**src/frame_pkg.sv**
```systemverilog
package frame_pkg;

    // ==================================================
    // Sizes of the host line, the producer word and the frame ring
    // ==================================================

    localparam int LINE_WIDTH = 128;
    localparam int DATA_WIDTH = 64;

    // A frame is 2**LOG_FRAME_CHUNKS lines, line 0 being the header
    localparam int LOG_FRAME_CHUNKS = 3;
    localparam int LOG_FRAME_NUMBER = 2;
    localparam int LOG_FRAME_BASE   = 10;

    // Host addresses are counted in whole lines
    localparam int ADDR_WIDTH = LOG_FRAME_BASE + LOG_FRAME_NUMBER + LOG_FRAME_CHUNKS;

    // Data chunks run from index 1 up to the all-ones index
    localparam logic [LOG_FRAME_CHUNKS-1:0] FIRST_CHUNK = 1;
    localparam logic [LOG_FRAME_CHUNKS-1:0] LAST_CHUNK  = '1;

    // Pattern that software looks for to recognise a closed frame
    localparam logic [15:0] CTRL_MARKER = 16'hbeef;

    // Unused upper part of the control line
    localparam int CTRL_PAD_WIDTH = LINE_WIDTH - 16 - LOG_FRAME_CHUNKS - 1;

    // ==================================================
    // Host request and response formats
    // ==================================================

    typedef enum logic [1:0] {
        REQ_RD_LINE  = 2'd0,
        REQ_WR_LINE  = 2'd1,
        REQ_WR_FENCE = 2'd2
    } req_type_e;

    // Tag echoed back by the host with a read reply
    typedef struct packed {
        logic is_header;
        logic is_read;
    } req_tag_t;

    typedef struct packed {
        req_type_e               req_type;
        logic [ADDR_WIDTH-1:0]   address;
        req_tag_t                tag;
    } mem_hdr_t;

    // Layout of line 0 of a frame, with the valid bit in bit 0
    typedef struct packed {
        logic [CTRL_PAD_WIDTH-1:0]   pad;
        logic [15:0]                 marker;
        logic [LOG_FRAME_CHUNKS-1:0] chunk_count;
        logic                        in_use;
    } frame_ctrl_t;

    // One host line, seen either as raw chunk data or as a control word
    typedef union packed {
        logic [LINE_WIDTH-1:0] raw;
        frame_ctrl_t           ctrl;
    } cache_line_u;

    typedef struct packed {
        logic        read_request;
        logic        write_request;
        mem_hdr_t    read_hdr;
        mem_hdr_t    write_hdr;
        cache_line_u data;
    } host_req_t;

    typedef struct packed {
        logic        rd_valid;
        req_tag_t    tag;
        cache_line_u line;
    } host_rsp_t;

    // Writer FSM states, also decoded by the counter and the builder
    typedef enum logic [2:0] {
        IDLE          = 3'd0,
        POLL_HEADER   = 3'd1,
        WAIT_HEADER   = 3'd2,
        WRITE         = 3'd3,
        WRITE_FENCE   = 3'd4,
        WRITE_CONTROL = 3'd5
    } frame_state_e;

endpackage

```
**src/frame_tx_fifo.sv**
```systemverilog
`timescale 1ns/10ps

module frame_tx_fifo
    import frame_pkg::*;
#(
    parameter int DEPTH = 16
)
(
    input  logic                  clk,
    input  logic                  rst_n,
    input  logic [DATA_WIDTH-1:0] tx_data,
    input  logic                  tx_enable,
    input  logic                  chunk_write,
    output logic                  tx_rdy,
    output logic [DATA_WIDTH-1:0] fifo_data,
    output logic                  fifo_nonempty
);

    localparam int PTR_W = $clog2(DEPTH);

    logic [DATA_WIDTH-1:0] mem [DEPTH];
    logic [PTR_W-1:0]      wr_ptr;
    logic [PTR_W-1:0]      rd_ptr;
    logic [PTR_W:0]        count;
    logic [PTR_W:0]        count_next;
    logic                  push;

    // A word is taken only while the producer sees ready
    assign push = tx_enable && tx_rdy;

    // Occupancy after this cycle's push and pop
    always_comb
    begin
        count_next = count;
        if (push && !chunk_write)
            count_next = count + 1'b1;
        else if (!push && chunk_write)
            count_next = count - 1'b1;
    end

    // Pointers and count; ready stays low in reset and rises one cycle later
    always_ff @(posedge clk or negedge rst_n)
    begin
        if (!rst_n)
        begin
            wr_ptr <= '0;
            rd_ptr <= '0;
            count  <= '0;
            tx_rdy <= 1'b0;
        end
        else
        begin
            if (push)
                wr_ptr <= wr_ptr + 1'b1;
            if (chunk_write)
                rd_ptr <= rd_ptr + 1'b1;
            count  <= count_next;
            tx_rdy <= (count_next != DEPTH[PTR_W:0]);
        end
    end

    // Storage holds payload only
    always_ff @(posedge clk)
    begin
        if (push)
            mem[wr_ptr] <= tx_data;
    end

    // The head word is shown before it is popped
    assign fifo_data     = mem[rd_ptr];
    assign fifo_nonempty = (count != '0);

    // The FSM only dequeues when it has seen a word waiting
    a_no_pop_when_empty: assert property (@(posedge clk) disable iff (!rst_n)
        chunk_write |-> fifo_nonempty);

endmodule

```
**src/frame_position_counter.sv**
```systemverilog
`timescale 1ns/10ps

module frame_position_counter
    import frame_pkg::*;
#(
    parameter int IDLE_LIMIT = 15
)
(
    input  logic                        clk,
    input  logic                        rst_n,
    input  frame_state_e                state,
    input  logic                        read_grant,
    input  logic                        chunk_write,
    input  logic                        control_done,
    input  logic                        fifo_nonempty,
    output logic [LOG_FRAME_NUMBER-1:0] frame_number,
    output logic [LOG_FRAME_CHUNKS-1:0] chunk_index,
    output logic                        frame_done
);

    localparam logic [7:0] IDLE_MAX = 8'(IDLE_LIMIT);

    logic [7:0] idle_count;

    // ==================================================
    // Ring position and chunk index
    // ==================================================

    always_ff @(posedge clk or negedge rst_n)
    begin
        if (!rst_n)
        begin
            frame_number <= '0;
            chunk_index  <= FIRST_CHUNK;
        end
        else
        begin
            // The ring restarts from frame 0 each time the writer leaves IDLE
            if (state == IDLE)
                frame_number <= '0;
            else if (control_done)
                frame_number <= frame_number + 1'b1;

            // Data always starts one line past the header
            if (state == POLL_HEADER && read_grant)
                chunk_index <= FIRST_CHUNK;
            else if (chunk_write)
                chunk_index <= chunk_index + 1'b1;
        end
    end

    // Idle timer, held at zero while words wait and saturating otherwise
    always_ff @(posedge clk or negedge rst_n)
    begin
        if (!rst_n)
            idle_count <= '0;
        else if (fifo_nonempty)
            idle_count <= '0;
        else if (idle_count != IDLE_MAX)
            idle_count <= idle_count + 1'b1;
    end

    // Close a frame once data went quiet after at least one chunk,
    // or as the last chunk line is accepted so the index can not run into the header
    assign frame_done = (idle_count == IDLE_MAX && !fifo_nonempty &&
                         chunk_index != FIRST_CHUNK) ||
                        (chunk_index == LAST_CHUNK && chunk_write);

    // A wrapped index would aim a data write at the header line
    a_no_wrap_in_write: assert property (@(posedge clk) disable iff (!rst_n)
        (state == WRITE) |-> (chunk_index != '0));

endmodule

```
**src/frame_writer_fsm.sv**
```systemverilog
`timescale 1ns/10ps

module frame_writer_fsm
    import frame_pkg::*;
(
    input  logic         clk,
    input  logic         rst_n,
    input  logic         enable,
    input  logic         read_grant,
    input  logic         write_grant,
    input  host_rsp_t    rsp,
    input  logic         fifo_nonempty,
    input  logic         frame_done,
    output frame_state_e state,
    output logic         chunk_write,
    output logic         control_done
);

    frame_state_e next_state;
    frame_ctrl_t  rsp_ctrl;
    logic         header_valid;

    // The header reply is decoded through the control view of the line
    assign rsp_ctrl = rsp.line.ctrl;

    // Only a header read reply ends the wait
    assign header_valid = rsp.rd_valid && rsp.tag.is_header && !rsp.tag.is_read;

    // A granted write in WRITE consumes the head word of the FIFO
    assign chunk_write = (state == WRITE) && write_grant && fifo_nonempty;

    // The control line is accepted and the frame is handed to software
    assign control_done = (state == WRITE_CONTROL) && write_grant;

    // ==================================================
    // State register
    // ==================================================

    always_ff @(posedge clk or negedge rst_n)
    begin
        if (!rst_n)
            state <= IDLE;
        else if (!enable)
            state <= IDLE;
        else
            state <= next_state;
    end

    // ==================================================
    // Next state
    // ==================================================

    always_comb
    begin
        next_state = state;
        case (state)
            IDLE:
                next_state = POLL_HEADER;
            POLL_HEADER:
                // One read is outstanding at a time
                if (read_grant)
                    next_state = WAIT_HEADER;
            WAIT_HEADER:
                // Software still owns the frame so the header is read again
                if (header_valid)
                    next_state = rsp_ctrl.in_use ? POLL_HEADER : WRITE;
            WRITE:
                if (frame_done)
                    next_state = WRITE_FENCE;
            WRITE_FENCE:
                // Data lines must be ordered ahead of the control line
                if (write_grant)
                    next_state = WRITE_CONTROL;
            WRITE_CONTROL:
                if (write_grant)
                    next_state = POLL_HEADER;
            default:
                next_state = IDLE;
        endcase
    end

    a_legal_state: assert property (@(posedge clk) disable iff (!rst_n)
        state inside {IDLE, POLL_HEADER, WAIT_HEADER, WRITE, WRITE_FENCE, WRITE_CONTROL});

endmodule

```
**src/frame_request_builder.sv**
```systemverilog
`timescale 1ns/10ps

module frame_request_builder
    import frame_pkg::*;
(
    input  frame_state_e                state,
    input  logic [LOG_FRAME_BASE-1:0]   frame_base,
    input  logic [LOG_FRAME_NUMBER-1:0] frame_number,
    input  logic [LOG_FRAME_CHUNKS-1:0] chunk_index,
    input  logic [DATA_WIDTH-1:0]       fifo_data,
    input  logic                        fifo_nonempty,
    output host_req_t                   host_req
);

    frame_ctrl_t ctrl_word;

    // Control word for the frame being closed, count excludes the header line
    always_comb
    begin
        ctrl_word             = '0;
        ctrl_word.marker      = CTRL_MARKER;
        ctrl_word.chunk_count = chunk_index - 1'b1;
        ctrl_word.in_use      = 1'b1;
    end

    always_comb
    begin
        host_req = '0;

        // Request levels, held by the state until the matching grant
        host_req.read_request  = (state == POLL_HEADER);
        host_req.write_request = (state == WRITE_FENCE) || (state == WRITE_CONTROL) ||
                                 (state == WRITE && fifo_nonempty);

        // Header poll reads line 0 of the current frame
        host_req.read_hdr.req_type      = REQ_RD_LINE;
        host_req.read_hdr.address       = {frame_base, frame_number, {LOG_FRAME_CHUNKS{1'b0}}};
        host_req.read_hdr.tag.is_header = 1'b1;
        host_req.read_hdr.tag.is_read   = 1'b0;

        host_req.write_hdr.req_type = (state == WRITE_FENCE) ? REQ_WR_FENCE : REQ_WR_LINE;
        case (state)
            WRITE_FENCE:
                host_req.write_hdr.address = '0;
            WRITE_CONTROL:
                host_req.write_hdr.address = {frame_base, frame_number,
                                              {LOG_FRAME_CHUNKS{1'b0}}};
            default:
                host_req.write_hdr.address = {frame_base, frame_number, chunk_index};
        endcase

        // Chunk data is zero-extended, anything else carries the control word
        if (state == WRITE)
            host_req.data.raw = {{(LINE_WIDTH-DATA_WIDTH){1'b0}}, fifo_data};
        else
            host_req.data.ctrl = ctrl_word;
    end

endmodule

```
**src/host_frame_writer.sv**
```systemverilog
`timescale 1ns/10ps

module host_frame_writer
    import frame_pkg::*;
#(
    parameter int FIFO_DEPTH = 16,
    parameter int IDLE_LIMIT = 15
)
(
    input  logic                      clk,
    input  logic                      rst_n,
    input  logic                      enable,
    input  logic [LOG_FRAME_BASE-1:0] frame_base,
    input  logic [DATA_WIDTH-1:0]     tx_data,
    input  logic                      tx_enable,
    output logic                      tx_rdy,
    output host_req_t                 host_req,
    input  host_rsp_t                 rsp,
    input  logic                      read_grant,
    input  logic                      write_grant
);

    logic [DATA_WIDTH-1:0]       fifo_data;
    logic                        fifo_nonempty;
    logic                        chunk_write;
    logic                        control_done;
    logic                        frame_done;
    logic [LOG_FRAME_NUMBER-1:0] frame_number;
    logic [LOG_FRAME_CHUNKS-1:0] chunk_index;
    frame_state_e                state;

    // Producer words wait here until the frame is open
    frame_tx_fifo #(
        .DEPTH(FIFO_DEPTH)
    ) u_fifo (
        .clk           (clk),
        .rst_n         (rst_n),
        .tx_data       (tx_data),
        .tx_enable     (tx_enable),
        .chunk_write   (chunk_write),
        .tx_rdy        (tx_rdy),
        .fifo_data     (fifo_data),
        .fifo_nonempty (fifo_nonempty)
    );

    frame_position_counter #(
        .IDLE_LIMIT(IDLE_LIMIT)
    ) u_counter (
        .clk           (clk),
        .rst_n         (rst_n),
        .state         (state),
        .read_grant    (read_grant),
        .chunk_write   (chunk_write),
        .control_done  (control_done),
        .fifo_nonempty (fifo_nonempty),
        .frame_number  (frame_number),
        .chunk_index   (chunk_index),
        .frame_done    (frame_done)
    );

    frame_writer_fsm u_fsm (
        .clk           (clk),
        .rst_n         (rst_n),
        .enable        (enable),
        .read_grant    (read_grant),
        .write_grant   (write_grant),
        .rsp           (rsp),
        .fifo_nonempty (fifo_nonempty),
        .frame_done    (frame_done),
        .state         (state),
        .chunk_write   (chunk_write),
        .control_done  (control_done)
    );

    // Request levels, headers and line data for the host channel
    frame_request_builder u_builder (
        .state         (state),
        .frame_base    (frame_base),
        .frame_number  (frame_number),
        .chunk_index   (chunk_index),
        .fifo_data     (fifo_data),
        .fifo_nonempty (fifo_nonempty),
        .host_req      (host_req)
    );

endmodule

```
**config.mk**
```make
export PLATFORM = sky130hd
export DESIGN_NAME = host_frame_writer
export DESIGN_NICKNAME = d
export VERILOG_FILES = /design/src/frame_pkg.sv /design/src/frame_tx_fifo.sv /design/src/frame_position_counter.sv /design/src/frame_writer_fsm.sv /design/src/frame_request_builder.sv /design/src/host_frame_writer.sv
export SDC_FILE = /design/constraint.sdc
export NUM_CORES = 1
export LEC_CHECK = 0
export CAP_MARGIN = 20
export CORE_MARGIN = 2
export CORE_UTILIZATION = 50
export CTS_BUF_LIST = sky130_fd_sc_hd__clkbuf_16
export DETAILED_ROUTE_END_ITERATION = 6
export DONT_BUFFER_PORTS = 1
export HOLD_SLACK_MARGIN = 0.15
export SKIP_LAST_GASP = 1
export SLEW_MARGIN = 0
export SYNTH_ARGS = -nofsm -noshare
export SYNTH_HDL_FRONTEND = slang
export SYNTH_SLANG_ARGS = --single-unit
```
**constraint.sdc**
```tcl
create_clock -name clk -period 16.5 [get_ports clk]
set_clock_uncertainty 0.2 [all_clocks]
set_input_delay 0.825 -clock clk [delete_from_list [all_inputs] [get_ports clk]]
set_output_delay 0.825 -clock clk [all_outputs]
set_load 0.01 [all_outputs]
```
## After elaboration in Yosys (flattened, before gate mapping)

Memory sizes are Yosys's and may differ from the RTL's.
Cells that the tools add are included.
Widths: inputs -> output; s select.

- Word-level logic and storage cells: 79
- Output and inout port bits: 169
- Bits in writable memories: 1024
- Flip-flop bits (word level): 30
- Memories: 1

- Multiplexer cells: 21
- Equal/unequal tests: 15
- Reductions and logical operators: 26
- $add $sub $neg: 8

Memory list:

| name | depth | width | rd ports | clocked after Yosys merged registers in | write ports | RTL line | text |
|---|---|---|---|---|---|---|---|
| u_fifo.mem | 16 | 64 | 1 | 0 | 1 | frame_tx_fifo.sv:21 | `logic [DATA_WIDTH-1:0] mem [DEPTH];` |

Operators with widths:

| operator | count |
|---|---|
| $mux 64 | 1 |
| $pmux 15 s2 | 1 |
| $mux 3 | 8 |
| $pmux 3 s6 | 1 |
| $mux 8 | 2 |
| $logic_and 1x1->1 | 13 |
| $mux 5 | 2 |
| $eq 3x3->1 const B | 3 |
| $ne 3x3->1 const B | 3 |
| $add 4x1->4 const B | 2 |
| $add 8x1->8 const B | 1 |
| $eq 8x4->1 const B | 1 |
| $mux 2 | 4 |
| $ne 8x4->1 const B | 1 |
| $eq 3x2->1 const B | 2 |
| $ne 3x2->1 const B | 2 |
| $reduce_bool 2->1 | 3 |
| $add 5x1->5 const B | 1 |
| $ne 5x5->1 const B | 1 |
| $reduce_and 5->1 | 1 |
| $reduce_bool 5->1 | 1 |
| $sub 5x1->5 const B | 1 |
| $logic_not 1->1 | 4 |
| $add 3x1->3 const B | 1 |
| 7 further kinds | 10 |

## Logic depth before layout (Yosys ltp)

- Word-level depth: 8
- Depth in mapped cells: 9

## Hierarchy

From an unflattened synthesis, not the netlist that was laid out.

- Cell total of the unflattened synthesis: 1926
- Area total of the unflattened synthesis: 41258.3 µm²

Modules (own cells, without submodules):

| module | instances | area an instance (µm²) | seq. area each (µm²) | cells an instance |
|---|---|---|---|---|
| frame_tx_fifo | 1 | 39065.0 | 31099.8 | 1648 |
| frame_request_builder | 1 | 1308.8 | 0.0 | 187 |
| frame_position_counter | 1 | 681.9 | 326.6 | 67 |
| frame_writer_fsm | 1 | 202.7 | 75.1 | 24 |

## Worst setup path after synthesis

Ideal clock, no wire load.

- Path kind: input -> register
- From: input tx_enable
- To: memory u_fifo.mem[3][0], enable pin
- Stages: 5
- Setup time: 564 ps
- Arrival time: 5965 ps
- Path slack: 9771 ps
- Buffers on the path: 2
- Required time: 15736 ps
- Cell sequence: and2_1 clkbuf_1 clkbuf_1 nand2_1 nor3_1

- Longest elaborated chain between the ends: 3

Ends and longest elaborated chain:

| what | RTL line | text |
|---|---|---|
| from (decl) | host_frame_writer.sv:15 | `input logic tx_enable,` |
| $logic_and 1x1->1 | frame_tx_fifo.sv:29 | `assign push = tx_enable && tx_rdy;` |
| $mux 1 | frame_tx_fifo.sv:65 | `if (push)` |
| $mux 1 (implied by the code) | frame_tx_fifo.sv:66 | `mem[wr_ptr] <= tx_data;` |
| to (decl) | frame_tx_fifo.sv:21 |  |

No other way between the ends.

==> metrics.cfg <==
[logic_synthesis]
async_reset_ff_frac=0.0285
synth_cell_types=52
synthCells=1802
synth-warning-count=0
ys_ff_latch=1054
synth-edff-count=1024
syn_avg_cell_area_um2=22.9
yosysSeqAreaShare=0.763
synth.cell_area_um2=41300
synth_ff_type=edfxtp_1

[clock_tree]
clk_pin_slew_ns=0.06
cts_made_buffers=108
worstSkewPairLatency_ns=0.66
cts_setup_buffers=0
root_buffer=clkbuf_16
cts-resized-gates=0
cts_sinks=1054
hold_buffers=67
clockBufferDepth=3
cts_tree=yes
htreeDepth=3

[worst_setup_path]
crit_type=flop to output pin
endpoint_kind=output pin
worstPathArrival_ns=4.47
start_kind=flop
cp_max_fo=161
cp.required_ns=15.47

[routing]
firstDrtPassIters=5
top_layer_used=met5
via_per_inst=5.98
wl_met1_um=37300
drt.antenna.violating_nets=0
totalWireLength_um=88700
drt-initial-drc-count=1556
met2_length_um=44900
route.met3.wl_um=5120
wire_per_inst_um=28.9
vias=18400
route.detailed.drc=0

[finish]
register_area_um2=31500
multi_input_area_um2=9130
fin_cells=3072
final_nets=2135
fill_cells=5975
area_growth_pct=12.6
drive_above_1_share=0.269

[run]
maxCapViolations=0

[placement]
io_buffers=0
placed_cells=2805
dp_hpwl_um=43300
gp_congestion=0.744

[die]
dieArea_um2=84900
io_pins=380
die_w_um=291
rows=105
start_util=0.504
core_um2=82000
die_h_um=291

[sta]
finalSetupTns_ns=0
max_freq_ghz=0.182
period_share=0.333
slew_headroom=0.244
period_needed_ns=5.50
final-setup-viol-count=0
slew_viol_final=0
rsz0062_at_grt=no
finalHoldViolations=0
tightest_slew_ns=1.13

[global_routing]
overflow=0
grt_max_degree=162
track_usage=0.213
antenna_found_initial=4
grt_pass1_vias=19400
grt_pass1_wl_um=131000

[power_and_ir_drop]
ir_worst_vdd_uv=96.3
p_per_area_nw_per_um2=151
p_leak_nw=14.5

[min_path]
hold_path_class=input pin to flop

[outcome]
outcome=completed

synthesized netlist by cell type, types with 2 or more instances:
master    count  area [um^2]
a21o_1        2         15.0
a21oi_1       8         40.0
a22o_1        2         17.5
and2_1       52          325
and3_1        3         18.8
buf_1         3         11.3
buf_2        27          135
buf_4        83          623
buf_6         2         22.5
clkbuf_1     63          236
conb_1        2         7.51
dfrtp_1      29          726
edfxtp_1   1024        30700
ha_1         12          150
inv_1         8         30.0
mux2i_1       6         60.1
mux4_2      318         7160
nand2_1      25         93.8
nand2b_1     18          113
nand3_1       8         40.0
nand4_1       5         31.3
nor2_1       23         86.3
nor2b_1      16          100
nor3_1       10         50.1
o211ai_1      2         15.0
o21a_1        2         15.0
o21ai_0       5         25.0
o311ai_0      2         17.5
o31a_1        2         17.5
o31ai_1       2         15.0
or3_1         2         12.5
or4_1         2         15.0
xnor2_1      15          131
state kept, by name, indices dropped and copies added (netlist names):
name                    count
u_fifo.count                5
u_counter.chunk_index       3
u_counter.idle_count        8
u_fifo.mem               1024
u_fsm.state                 3
u_fifo.wr_ptr               4
u_fifo.rd_ptr               4
u_fifo.tx_rdy               1
u_counter.frame_number      2
final cells by class:
cell class	instances	area share
Inverter	8	0.000645
Clock buffer	108	0.0581
Multi-Input combinational cell	633	0.196
Clock inverter	91	0.0172
Tap cell	1070	0.0288
Sequential cell	1054	0.677
Antenna cell	1	0.0000538
Timing Repair Buffer	107	0.0216
routing by layer:
metal,global-route usage,vias to the layer above
li1,-,7622
met1,0.298,10100
met2,0.353,526
met3,0.0383,95
met4,0.0495,8
met5,0,-
worst paths after layout:
| kind | from | to | slack [ns] | cells after the start |
|---|---|---|---|---|
| max reg2reg | u_fifo.tx_rdy | u_fifo.mem[1][51] | 12.48 | 5 |
| max | u_fifo.rd_ptr[1] | host_req[1] | 11.00 | 6 |
| max in group asynchronous | rst_n | u_counter.chunk_index[0] | 15.45 | 2 |
| min | enable | u_fsm.state[2] | 0.20 | 2 |
| min reg2reg | u_counter.idle_count[7] | u_counter.idle_count[7] | 0.35 | 2 |
| min in group asynchronous | rst_n | u_counter.idle_count[6] | 0.40 | 2 |
critical path, stage by stage, from the launching register on:
cell       delay [ns]
dfrtp_4          0.75
buf_12           0.78
buf_4            0.93
mux4_2           0.38
nor2b_1          0.12
a2111oi_0        0.08
a311oi_1         0.70
kinds of logic after synthesis:
logic type	share of synthesized area
other cells	0.000182
simple gates	0.0233
mux	0.175
fa+ha+maj	0.00388
xor+xnor	0.00339
compound gates	0.00591
buf+inv	0.0256
flops	0.763
report_power, final:
part           total (mW)  internal, mW  switching, mW
logic                1.33         0.647          0.687
registers            3.32          3.22         0.0992
clock network        2.38          1.39          0.988
total                7.03          5.26           1.77
stage by stage:
step           setup WS, ns  area [um^2]  hold slack [ns]  power, mW   util
2_1_floorplan          9.77        41600            0.305       4.37      -
3_3_place_gp          11.49        42300            0.329       4.68  0.516
3_5_place_dp          11.48        42300            0.330       4.70  0.516
4_1_cts               10.75        46500            0.153       7.12  0.567
5_1_grt               10.59        46500            0.181       7.32  0.567
6_report              11.00        46500            0.199       7.03  0.567
cell usage in the layout, fill, tap and decap left out, types with 6 or more instances in the layout:
master	Yosys	layout
edfxtp_1	1024	1024
xnor2_1	15	15
nand2b_1	18	18
clkinv_2	0	21
mux4_2	318	318
inv_1	8	24
clkinv_1	0	32
bufinv_16	0	13
nor2_1	23	11
conb_1	2	73
nor2b_1	16	16
mux2i_1	6	6
nor2_4	0	12
ha_1	12	12
nand2_1	25	25
nand3_1	8	8
dlygate4sd3_1	0	66
clkbuf_16	0	108
a21oi_1	8	8
nor3_1	10	6
dfrtp_1	29	25
buf_4	83	38
and2_1	52	52
(Power assumes the default switching activity.)
